--- src/include/spi_macros.svh ---
`ifndef SPI_MACROS_SVH
`define SPI_MACROS_SVH

// Width of a data word on the register port and in the shift engine.
`define SPI_DATA_WIDTH 32

`define SPI_NUM_SEL    4
`define SPI_SEL_WIDTH  2

`define SPI_FIFO_DEPTH 4  // Entries in each of the three queues.

`define SPI_ADDR_WIDTH 4

`endif
--- src/verilog/spi_pkg.sv ---
`include "spi_macros.svh"

package spi_pkg;

    typedef struct packed {
        logic [`SPI_SEL_WIDTH-1:0] sel;
        logic [4:0]                nbits;    // Number of bits minus one.
        logic [7:0]                clk_div;  // Half period of sclk minus one, in clocks.
    } spi_cmd_t;

    typedef struct packed {
        logic                       wr;
        logic                       rd;
        logic [`SPI_ADDR_WIDTH-1:0] addr;
        logic [`SPI_DATA_WIDTH-1:0] wdata;
    } reg_req_t;

    // Bit 7 is busy, bit 0 is irq_en.
    typedef struct packed {
        logic busy;
        logic cmd_full;
        logic tx_full;
        logic rx_empty;
        logic overflow;      // Sticky.
        logic engine_error;  // Sticky.
        logic done;          // Sticky.
        logic irq_en;
    } spi_status_t;

    localparam logic [`SPI_ADDR_WIDTH-1:0] REG_CMD    = 0;
    localparam logic [`SPI_ADDR_WIDTH-1:0] REG_TX     = 1;
    localparam logic [`SPI_ADDR_WIDTH-1:0] REG_RX     = 2;
    localparam logic [`SPI_ADDR_WIDTH-1:0] REG_STATUS = 3;
    localparam logic [`SPI_ADDR_WIDTH-1:0] REG_IRQ    = 4;

endpackage

--- src/verilog/spi_top.sv ---
`include "spi_macros.svh"

module spi_top
    import spi_pkg::*;
(
    input  logic                       clk,
    input  logic                       reset,
    input  reg_req_t                   req,
    output logic [`SPI_DATA_WIDTH-1:0] rdata,
    output logic                       rvalid,
    output logic                       sclk,
    output logic                       mosi,
    input  logic                       miso,
    output logic [`SPI_NUM_SEL-1:0]    csn,
    output logic                       csn_active,
    output logic                       interrupt
);
    typedef logic [`SPI_DATA_WIDTH-1:0] word_t;

    spi_cmd_t cmd_data, cmd_head;
    word_t    tx_data, tx_head, rx_data, rx_head;
    logic     cmd_push, cmd_pop, cmd_full, cmd_empty;
    logic     tx_push, tx_pop, tx_full, tx_empty;
    logic     rx_push, rx_pop, rx_full, rx_empty;
    logic     done, error, busy;

    spi_csr csr (
        .clk(clk), .reset(reset), .req(req), .rdata(rdata), .rvalid(rvalid),
        .cmd_push(cmd_push), .cmd_data(cmd_data), .cmd_full(cmd_full),
        .tx_push(tx_push), .tx_data(tx_data), .tx_full(tx_full),
        .rx_pop(rx_pop), .rx_head(rx_head), .rx_empty(rx_empty),
        .done(done), .error(error), .busy(busy), .interrupt(interrupt)
    );

    spi_stream_fifo #(.payload_t(spi_cmd_t), .depth(`SPI_FIFO_DEPTH)) cmd_fifo (
        .clk(clk), .reset(reset), .push(cmd_push), .push_data(cmd_data),
        .pop(cmd_pop), .head(cmd_head), .full(cmd_full), .empty(cmd_empty)
    );

    spi_stream_fifo #(.payload_t(word_t), .depth(`SPI_FIFO_DEPTH)) tx_fifo (
        .clk(clk), .reset(reset), .push(tx_push), .push_data(tx_data),
        .pop(tx_pop), .head(tx_head), .full(tx_full), .empty(tx_empty)
    );

    spi_stream_fifo #(.payload_t(word_t), .depth(`SPI_FIFO_DEPTH)) rx_fifo (
        .clk(clk), .reset(reset), .push(rx_push), .push_data(rx_data),
        .pop(rx_pop), .head(rx_head), .full(rx_full), .empty(rx_empty)
    );

    spi_engine engine (
        .clk(clk), .reset(reset),
        .cmd_head(cmd_head), .cmd_empty(cmd_empty), .cmd_pop(cmd_pop),
        .tx_head(tx_head), .tx_empty(tx_empty), .tx_pop(tx_pop),
        .rx_push(rx_push), .rx_data(rx_data), .rx_full(rx_full),
        .sclk(sclk), .mosi(mosi), .miso(miso), .csn(csn), .csn_active(csn_active),
        .done(done), .error(error), .busy(busy)
    );

endmodule

--- src/verilog/spi_engine.sv ---
`include "spi_macros.svh"

module spi_engine
    import spi_pkg::*;
(
    input  logic                       clk,
    input  logic                       reset,
    input  spi_cmd_t                   cmd_head,
    input  logic                       cmd_empty,
    output logic                       cmd_pop,
    input  logic [`SPI_DATA_WIDTH-1:0] tx_head,
    input  logic                       tx_empty,
    output logic                       tx_pop,
    output logic                       rx_push,
    output logic [`SPI_DATA_WIDTH-1:0] rx_data,
    input  logic                       rx_full,
    output logic                       sclk,
    output logic                       mosi,
    input  logic                       miso,
    output logic [`SPI_NUM_SEL-1:0]    csn,
    output logic                       csn_active,
    output logic                       done,
    output logic                       error,
    output logic                       busy
);
    typedef enum logic [1:0] {st_idle, st_assert, st_shift, st_finish} state_t;

    state_t                     state;
    logic                       start;
    logic                       half_done;
    logic                       rise;
    logic                       fall;
    logic                       last_bit;
    logic [4:0]                 align;
    logic [7:0]                 clk_div;
    logic [7:0]                 div_cnt;
    logic [4:0]                 bit_cnt;
    logic [`SPI_DATA_WIDTH-1:0] tx_shift;
    logic [`SPI_DATA_WIDTH-1:0] rx_shift;

    // A push still in flight could fill the receive FIFO, so wait it out.
    assign start     = (state == st_idle) && !cmd_empty && !rx_full && !rx_push;
    assign cmd_pop   = start;
    assign tx_pop    = start && !tx_empty;
    assign half_done = (div_cnt == clk_div);
    assign rise      = half_done && ((state == st_assert) || (state == st_shift && !sclk));
    assign fall      = half_done && (state == st_shift) && sclk;
    assign last_bit  = (bit_cnt == '0);
    assign align     = 5'(`SPI_DATA_WIDTH - 1) - cmd_head.nbits;  // Puts bit nbits on top.
    assign busy      = (state != st_idle);
    assign rx_data   = rx_shift;

    always_ff @(posedge clk) begin
        if (start) begin
            clk_div  <= cmd_head.clk_div;
            bit_cnt  <= cmd_head.nbits;
            div_cnt  <= '0;
            tx_shift <= tx_head << align;
            rx_shift <= '0;  // Upper bits of the received word stay zero.
        end else if (busy) begin
            div_cnt <= half_done ? '0 : div_cnt + 1'b1;
            if (rise) rx_shift <= {rx_shift[`SPI_DATA_WIDTH-2:0], miso};
            if (fall && !last_bit) begin
                bit_cnt  <= bit_cnt - 1'b1;
                tx_shift <= tx_shift << 1;
            end
        end
    end

    always_ff @(posedge clk) begin
        if (reset) begin
            state      <= st_idle;
            sclk       <= 1'b0;
            mosi       <= 1'b0;
            csn        <= '1;
            csn_active <= 1'b0;
            rx_push    <= 1'b0;
            done       <= 1'b0;
            error      <= 1'b0;
        end else begin
            rx_push <= 1'b0;
            done    <= 1'b0;
            error   <= 1'b0;
            case (state)
                st_idle: begin
                    if (start && tx_empty) begin
                        error <= 1'b1;  // Command is dropped.
                    end else if (start) begin
                        state      <= st_assert;
                        csn        <= ~(`SPI_NUM_SEL'(1) << cmd_head.sel);
                        csn_active <= 1'b1;
                        mosi       <= tx_head[cmd_head.nbits];
                    end
                end
                st_assert: begin
                    if (rise) begin
                        sclk  <= 1'b1;
                        state <= st_shift;
                    end
                end
                st_shift: begin
                    if (rise) begin
                        sclk <= 1'b1;
                    end else if (fall) begin
                        sclk <= 1'b0;
                        if (last_bit) state <= st_finish;
                        else mosi <= tx_shift[`SPI_DATA_WIDTH-2];
                    end
                end
                default: begin
                    if (half_done) begin  // Hold time after the last falling edge.
                        state      <= st_idle;
                        csn        <= '1;
                        csn_active <= 1'b0;
                        mosi       <= 1'b0;
                        rx_push    <= 1'b1;
                        done       <= 1'b1;
                    end
                end
            endcase
        end
    end

endmodule

--- src/verilog/spi_csr.sv ---
`include "spi_macros.svh"

module spi_csr
    import spi_pkg::*;
(
    input  logic                       clk,
    input  logic                       reset,
    input  reg_req_t                   req,
    output logic [`SPI_DATA_WIDTH-1:0] rdata,
    output logic                       rvalid,
    output logic                       cmd_push,
    output spi_cmd_t                   cmd_data,
    input  logic                       cmd_full,
    output logic                       tx_push,
    output logic [`SPI_DATA_WIDTH-1:0] tx_data,
    input  logic                       tx_full,
    output logic                       rx_pop,
    input  logic [`SPI_DATA_WIDTH-1:0] rx_head,
    input  logic                       rx_empty,
    input  logic                       done,
    input  logic                       error,
    input  logic                       busy,
    output logic                       interrupt
);
    logic        wr_cmd;
    logic        wr_tx;
    logic        wr_status;
    logic        wr_irq;
    logic        overflow;
    logic        engine_error;
    logic        done_flag;
    logic        irq_en;
    spi_status_t status;
    spi_status_t clear;

    assign wr_cmd    = req.wr && (req.addr == REG_CMD);
    assign wr_tx     = req.wr && (req.addr == REG_TX);
    assign wr_status = req.wr && (req.addr == REG_STATUS);
    assign wr_irq    = req.wr && (req.addr == REG_IRQ);
    assign clear     = spi_status_t'(req.wdata[$bits(spi_status_t)-1:0]);

    assign cmd_push = wr_cmd && !cmd_full;
    assign cmd_data = spi_cmd_t'(req.wdata[$bits(spi_cmd_t)-1:0]);
    assign tx_push  = wr_tx && !tx_full;
    assign tx_data  = req.wdata;
    assign rx_pop   = req.rd && (req.addr == REG_RX) && !rx_empty;

    always_comb begin
        status.busy         = busy;
        status.cmd_full     = cmd_full;
        status.tx_full      = tx_full;
        status.rx_empty     = rx_empty;
        status.overflow     = overflow;
        status.engine_error = engine_error;
        status.done         = done_flag;
        status.irq_en       = irq_en;
    end

    assign interrupt = irq_en && (done_flag || engine_error);

    always_ff @(posedge clk) begin
        if (reset) begin
            overflow     <= 1'b0;
            engine_error <= 1'b0;
            done_flag    <= 1'b0;
            irq_en       <= 1'b0;
            rvalid       <= 1'b0;
        end else begin
            if ((wr_cmd && cmd_full) || (wr_tx && tx_full)) overflow <= 1'b1;
            else if (wr_status && clear.overflow) overflow <= 1'b0;
            if (error) engine_error <= 1'b1;  // A new event wins over a clear.
            else if (wr_status && clear.engine_error) engine_error <= 1'b0;
            if (done) done_flag <= 1'b1;
            else if (wr_status && clear.done) done_flag <= 1'b0;
            if (wr_irq) irq_en <= req.wdata[0];
            rvalid <= req.rd;
        end
    end

    always_ff @(posedge clk) begin
        if (req.rd) begin
            case (req.addr)
                REG_RX:     rdata <= rx_empty ? '0 : rx_head;
                REG_STATUS: rdata <= `SPI_DATA_WIDTH'(status);
                REG_IRQ:    rdata <= `SPI_DATA_WIDTH'(irq_en);
                default:    rdata <= '0;
            endcase
        end
    end

endmodule

--- src/verilog/spi_stream_fifo.sv ---
module spi_stream_fifo #(
    parameter type payload_t = logic [31:0],
    parameter int  depth     = 4
) (
    input  logic     clk,
    input  logic     reset,
    input  logic     push,
    input  payload_t push_data,
    input  logic     pop,
    output payload_t head,
    output logic     full,
    output logic     empty
);
    localparam int ptr_w = (depth > 1) ? $clog2(depth) : 1;
    localparam logic [ptr_w-1:0] last_ptr = ptr_w'(depth - 1);
    localparam logic [ptr_w:0] full_count = (ptr_w + 1)'(depth);

    payload_t         mem [depth];
    logic [ptr_w-1:0] wr_ptr;
    logic [ptr_w-1:0] rd_ptr;
    logic [ptr_w:0]   count;
    logic             do_push;
    logic             do_pop;

    function automatic logic [ptr_w-1:0] next_ptr(input logic [ptr_w-1:0] ptr);
        return (ptr == last_ptr) ? '0 : ptr + 1'b1;  // Wraps for any depth.
    endfunction

    assign full    = (count == full_count);
    assign empty   = (count == '0);
    assign do_push = push && !full;
    assign do_pop  = pop && !empty;
    assign head    = mem[rd_ptr];

    always_ff @(posedge clk) begin
        if (do_push) mem[wr_ptr] <= push_data;
    end

    always_ff @(posedge clk) begin
        if (reset) begin
            wr_ptr <= '0;
            rd_ptr <= '0;
            count  <= '0;
        end else begin
            if (do_push) wr_ptr <= next_ptr(wr_ptr);
            if (do_pop) rd_ptr <= next_ptr(rd_ptr);
            if (do_push && !do_pop) count <= count + 1'b1;
            else if (do_pop && !do_push) count <= count - 1'b1;
        end
    end

endmodule

--- config.mk ---
export PLATFORM = sky130hd
export DESIGN_NAME = spi_top
export DESIGN_NICKNAME = d
export VERILOG_FILES = /design/src/verilog/spi_pkg.sv /design/src/verilog/spi_top.sv /design/src/verilog/spi_engine.sv /design/src/verilog/spi_csr.sv /design/src/verilog/spi_stream_fifo.sv
export VERILOG_INCLUDE_DIRS = /design/src /design/src/include
export SDC_FILE = /design/constraint.sdc
export NUM_CORES = 1
export LEC_CHECK = 0
export BUFFER_PORTS_ARGS = -buffer_cell sky130_fd_sc_hd__buf_2
export CORE_AREA = 2 2 210 212
export DETAILED_ROUTE_END_ITERATION = 8
export DIE_AREA = 0 0 212 214
export PLACE_DENSITY = 0.66
export SETUP_SLACK_MARGIN = 0.4
export SLEW_MARGIN = 10
export SYNTH_ARGS = -nofsm -noshare
export SYNTH_HDL_FRONTEND = slang
export SYNTH_HIERARCHICAL = 1
export SYNTH_SLANG_ARGS = --single-unit
--- constraint.sdc ---
create_clock -name clk -period 4.55 [get_ports clk]
set_clock_uncertainty 0.1 [all_clocks]
set_input_delay 0.2275 -clock clk [delete_from_list [all_inputs] [get_ports clk]]
set_output_delay 0.2275 -clock clk [all_outputs]
set_load 0.005 [all_outputs]
Word-level counts from Yosys, hierarchy flattened
Memory sizes are Yosys's and may differ from the RTL's. A register that Yosys moved wholly into a read port is not among the register bits.
Index checks and enable logic that the tools add are counted.
- ROM bits: 0
- bits in registers: 153
- output and inout bits: 41
- memory bits (writable): 316
- bits of input ports: 41
- memories kept: 3
- latch bits: 0
- memories (name ; words ; bits a word ; read ports ; clocked after memory_dff ; wr ports ; line ; source):
    rx_fifo.mem ; 4 ; 32 ; 1 ; 1 ; 1 ; spi_stream_fifo.sv:18 ; payload_t mem [depth];
    tx_fifo.mem ; 4 ; 32 ; 1 ; 1 ; 1 ; spi_stream_fifo.sv:18 ;
    cmd_fifo.mem ; 4 ; 15 ; 1 ; 1 ; 1 ; spi_stream_fifo.sv:18 ;
- muxes and demuxes: 69
- add/sub/neg operators: 15
- $lt $le $gt $ge: 1
- shifts and indexed selects: 2
- divide/modulo/power cells: 0
- multipliers: 0
- equality and inequality tests: 24
- reduce and logical (&&, ||, !) cells: 82
- bitwise gates (word level): 4
- operators by type and width (kind ; count):
    32-bit one-hot mux with 3 select lines ; 1
    31-bit 2-to-1 mux ; 3
    2-bit 2-to-1 mux ; 19
    1-bit logical AND ; 36
    32-bit 2-to-1 mux ; 1
    32-bit by 5-bit << shifter with 31-bit output ; 1
    1-bit 2-to-1 mux ; 26
    2-bit nonzero test ; 11
    3-bit 2-to-1 mux ; 6
    1-bit zero test ; 15
    5-bit 2-to-1 mux ; 3
    2-bit equality test (second input constant) ; 7
    7-bit AND reduction ; 2
    2-bit by 1-bit adder with 2-bit output (second input constant) ; 6
    4-bit 2-to-1 mux ; 3
    3-bit by 1-bit adder with 3-bit output (second input constant) ; 3
    3-bit equality test (second input constant) ; 3
    3-bit zero test ; 3
    3-bit by 1-bit subtractor with 3-bit output (second input constant) ; 3
    8-bit by 1-bit adder with 8-bit output (second input constant) ; 1
    4-bit by 2-bit equality test with 1-bit output (second input constant) ; 2
    8-bit equality test ; 1
    8-bit 2-to-1 mux ; 1
    2-bit != test (second input constant) ; 4
    27 further kinds ; 36

Logic depth before layout (Yosys ltp)
- depth in word-level cells: 10
- mapped depth: 16
- mapped depth without buffers: 14

Cells and area by module
Netlist, hierarchy kept.
- modules (own cells, without submodules) (module ; cells each ; sequential area each (µm²) ; instances ; area an instance (µm²)):
    spi_stream_fifo (rx_fifo ...) ; 217 ; 4023.9 ; 2 ; 5098.6
    spi_engine ; 529 ; 2342.2 ; 1 ; 5641.7
    spi_stream_fifo (cmd_fifo) ; 128 ; 1981.9 ; 1 ; 2663.8
    spi_csr ; 150 ; 1061.0 ; 1 ; 1874.3

Worst setup path before layout
OpenSTA, ideal clock, no wires.
- path type: register -> register
- start: register engine.clk_div[1]
- end: register engine.bit_cnt[0], enable pin
- stages on the path, launching flop included: 5
- path buffers: 0
- data arrival time: 3746 ps
- data required time: 3966 ps
- library setup time: 484 ps
- slack: 221 ps
- cell sequence: edfxtp_1 xnor2_1 and4_1 nand3_1 o31ai_1
- cells in the longest elaborated chain, start to end: 6
- ends and longest elaborated chain (item ; line ; source):
    from (decl) ; spi_engine.sv:35 ; logic [7:0] clk_div;
    from (signal assigned) ; spi_engine.sv:55 ; clk_div <= cmd_head.clk_div;
    8-bit equality test ; spi_engine.sv:45 ; assign half_done = (div_cnt == clk_div);
    1-bit logical AND (2 in series) ; spi_engine.sv:47 ; assign fall = half_done && (state == st_shift) && sclk;
    1-bit logical AND ; spi_engine.sv:63 ; if (fall && !last_bit) begin
    2-bit nonzero test (no source line) ; - ;
    2-bit AND reduction (no source line) ; - ;
    to (signal assigned) ; spi_engine.sv:56 ; bit_cnt <= cmd_head.nbits;
    to (signal assigned) ; spi_engine.sv:64 ; bit_cnt <= bit_cnt - 1'b1;
    to (decl) ; spi_engine.sv:37 ; logic [4:0] bit_cnt;
No other way between the ends.
A chain may end at the register's enable or synchronous reset.

Final worst setup path
- start: input req[35] in the netlist's numbering
- end: register cmd_fifo.count[2]
- cells in the longest elaborated chain, start to end: 7
- elaborated cells on any way between the ends: 9
- ends and longest elaborated chain (item ; line ; source):
    from (decl) ; spi_top.sv:8 ; input reg_req_t req,
    4-bit zero test (*) ; spi_csr.sv:36 ; assign wr_cmd = req.wr && (req.addr == REG_CMD);
    1-bit logical AND (*) ; spi_csr.sv:36 ;
    1-bit logical AND (*) ; spi_csr.sv:42 ; assign cmd_push = wr_cmd && !cmd_full;
    named net cmd_push ; spi_top.sv:22 ; logic cmd_push, cmd_pop, cmd_full, cmd_empty;
    1-bit logical AND (*) ; spi_stream_fifo.sv:31 ; assign do_push = push && !full;
    named net cmd_fifo.do_push ; spi_stream_fifo.sv:22 ; logic do_push;
    1-bit zero test ; spi_stream_fifo.sv:48 ; else if (do_pop && !do_push) count <= count - 1'b1;
    1-bit logical AND ; spi_stream_fifo.sv:48 ;
    2-bit nonzero test (no source line) ; - ;
    to (signal assigned) ; spi_stream_fifo.sv:47 ; if (do_push && !do_pop) count <= count + 1'b1;
    to (signal assigned) ; spi_stream_fifo.sv:48 ;
    to (decl) ; spi_stream_fifo.sv:21 ; logic [ptr_w:0] count;
Mark *: on every way through the listed nets, which the timed path passes. The rest lies on a longest branch.

==> reports/qor.yml <==
critical_path:
  cp.arrival_ns: 3.78
  cp.required_ns: 4.96
  worstPathMaxFanout: 7
  r2r_slack_ns: 1.23
  cp.buffers_inverters: 4
  crit_family: "simple AND/OR/NAND/NOR gates"
  cp_slowest_stage_delay_ns: 0.64
  crit_type: "primary input to register"
  cp-start-kind: "primary input"
  endpoint_kind: "register"
  crit_slowest_cell: "or4b_1"
  cp_cell_sequence: "dlygate4sd3_1, buf_2, or4b_1, nor3_1, bufinv_8, nor2_2, ha_1, inv_1, fa_1, xor2_1, or3_1, a21oi_1"
placed_design:
  place_hpwl_um: 24500
  place_congestion: 0.872
  port_buffers: 81
timing:
  hold_slack_ns: 0.0694
  post-route-min-period_ns: 3.38
  slew_viol_final: 0
  slew_headroom_pct: 22.2
  max_freq_mhz: 296
  worst_slew_pin_slew_ns: 1.17
  fin_crit_sh_pct: 74.3
  setup_tns_ns: 0
  finalSetupViolations: 0
  finalHoldViolations: 0
  rsz0062_at_grt: "no"
cts:
  ctsResizeCount: 0
  path_clk_slew_ns: 0.06
  clkLatencyLatePin_ns: 0.59
  htree_levels: 2
  cts_tree: "yes"
  numClockSinks: 475
  cts_max_path_buffers: 3
  numCtsBuffers: 48
  clockRootBuffer: "clkbuf_16"
power:
  powerDensity_nw_per_um2: 405
  p_total_mw: 9.30
  vdd_drop_max_v: 0.000300
  p_leak_nw: 7.94
route:
  routed_wl_um: 39300
  initialDrtViolationCount: 969
  antenna_left: 0
  drc: 0
  via_per_inst: 5.62
  vias: 10868
  first_pass_iters: 7
  wl_per_cell_um: 20.3
floorplanning:
  dieArea_um2: 45400
  die_y_um: 214
  core_area_um2: 42900
  initial_core_util_pct: 47.5
  io_pins: 82
  rows: 76
  fp.dieW_um: 212
synthesis:
  netlist_area_um2: 20400
  synth_edf_count: 392
  synth.most_common_cell: "edfxtp_1"
  synth_top_area_share_pct: 57.8
  synth_area_leaders: "edfxtp_1, mux4_2, dfxtp_1, mux2i_1, buf_4"
  yosysSeqAreaShare_pct: 65.9
  yosys_warnings: 6
  synth.largest_area_cell: "edfxtp_1"
  synth_seq_cells: 475
  postSynth.asyncResetShare_pct: 0
  synthFlopType: "edfxtp_1"
  syn_inst: 1241
  syn_nets: 1309
  ys_types: 75
  syn_avg_cell_area_um2: 16.4
  synth_common_cells: "edfxtp_1, mux4_2, dfxtp_1"
final_layout:
  final_util_pct: 53.5
  nets: 1378
  final_layout_size_suffix_gt1_share_pct: 23.8
  nFillCells: 3429
  area_growth_pct: 12.6
  n_antenna_cell: 0
global_routing:
  grt_pass1_wl_um: 62700
  grt_max_degree: 62
  antenna_found_initial: 1
  gr-total-overflow: 0
  first_global_vias: 11008
  grt_util_all_layers_pct: 17.8
worst_hold_path:
  min_path_type: "primary input to register"
outcome:
  outcome: "complete, no violations"
job:
  maxCapViolCount: 0
[repair_timing]
action | 4_1_cts | 5_1_grt
endpoints found under the hold margin | 203 | 0
hold buffers | 38 | 0
setup buffers | 0 | 0
[registers in the layout (all words and copies together) (netlist names), 3 cells and up, named ones only]
signal,count
engine/tx_shift,31
engine/rx_data,32
engine/div_cnt,8
engine/clk_div,8
engine/bit_cnt,5
rx_fifo/mem,128
tx_fifo/mem,128
tx_fifo/count,3
csr/rdata,32
cmd_fifo/mem,60
rx_fifo/count,3
cmd_fifo/count,3
engine/csn,4
[layout make-up]
class                           count  area (µm²)  area share, %
Tap cell                          585         732           3.19
Multi-Input combinational cell    620        6080           26.5
Clock buffer                       61        1290           5.63
Clock inverter                     29         338           1.47
Inverter                           31         145          0.633
Timing Repair Buffer              134         911           3.97
Sequential cell                   475       13400           58.6
[placed cells by master, fill, tap and decap left out, drive strengths merged, types with 6 or more instances in the layout]
master / synthesis / layout
mux2: 15 / 15
nand3: 15 / 15
o31ai: 9 / 9
nand2b: 10 / 10
a21oi: 25 / 25
nor3: 14 / 14
clkinv: 3 / 23
a22o: 14 / 14
o21ai: 31 / 31
or3: 8 / 8
edfxtp: 392 / 392
mux4: 108 / 108
mux2i: 62 / 62
xor2: 11 / 11
clkbuf: 24 / 61
ha: 24 / 24
nand2: 59 / 59
bufinv: 1 / 7
and3: 40 / 40
dlygate4sd3: 0 / 38
nor2b: 9 / 9
dfxtp: 83 / 83
xnor2: 12 / 12
inv: 27 / 30
buf: 91 / 96
o211ai: 6 / 6
nor2: 80 / 80
[cells by family after synthesis]
logic type / count (synthesis) / synth area share (%)
compound gates: 123 / 4.45
simple gates: 262 / 6.59
buf+inv: 146 / 4.34
fa+ha+maj: 27 / 1.77
xor+xnor: 23 / 0.989
mux: 185 / 15.9
flops: 475 / 65.9
[power breakdown]
group	switching [mW]	total, mW	internal, mW	leakage [nW]
combinational	0.273	0.451	0.178	2.79
clock	1.65	4.02	2.37	0.798
sequential	0.0439	4.83	4.78	4.35
[tightest hold or removal path, stage by stage]
cell and delay, ns:
buf_2 0.15, or4b_1 0.24, o31ai_2 0.09
[final timing paths]
kind,from,endpoint,cells after the start
worst min-delay path,req[34],csr/overflow,3
worst max-delay path,req[35],cmd_fifo/count[2],12
worst min register to register,engine/csn_active,engine/csn_active,2
worst max register to register,cmd_fifo/count[0],cmd_fifo/count[2],11
[stage by stage]
stage / worst slack, ns / instances / cell area, µm²
floorplan: 1.33 / 1241 / 20400
global placement: 1.12 / 1807 / 20900
detailed placement: 0.988 / 1807 / 20900
CTS: 1.20 / 1935 / 22900
global route: 0.973 / 1935 / 22900
finish: 1.17 / 1935 / 22900
[layer usage]
metal / up-vias / global-route usage, % / routed length, µm
met5: - / 0 / 0
met4: 0 / 5.47 / 896
met3: 67 / 3.11 / 2360
met2: 335 / 27.3 / 18100
met1: 5528 / 26.2 / 17900
li1: 4938 / - / -
(Power assumes the default switching activity.)
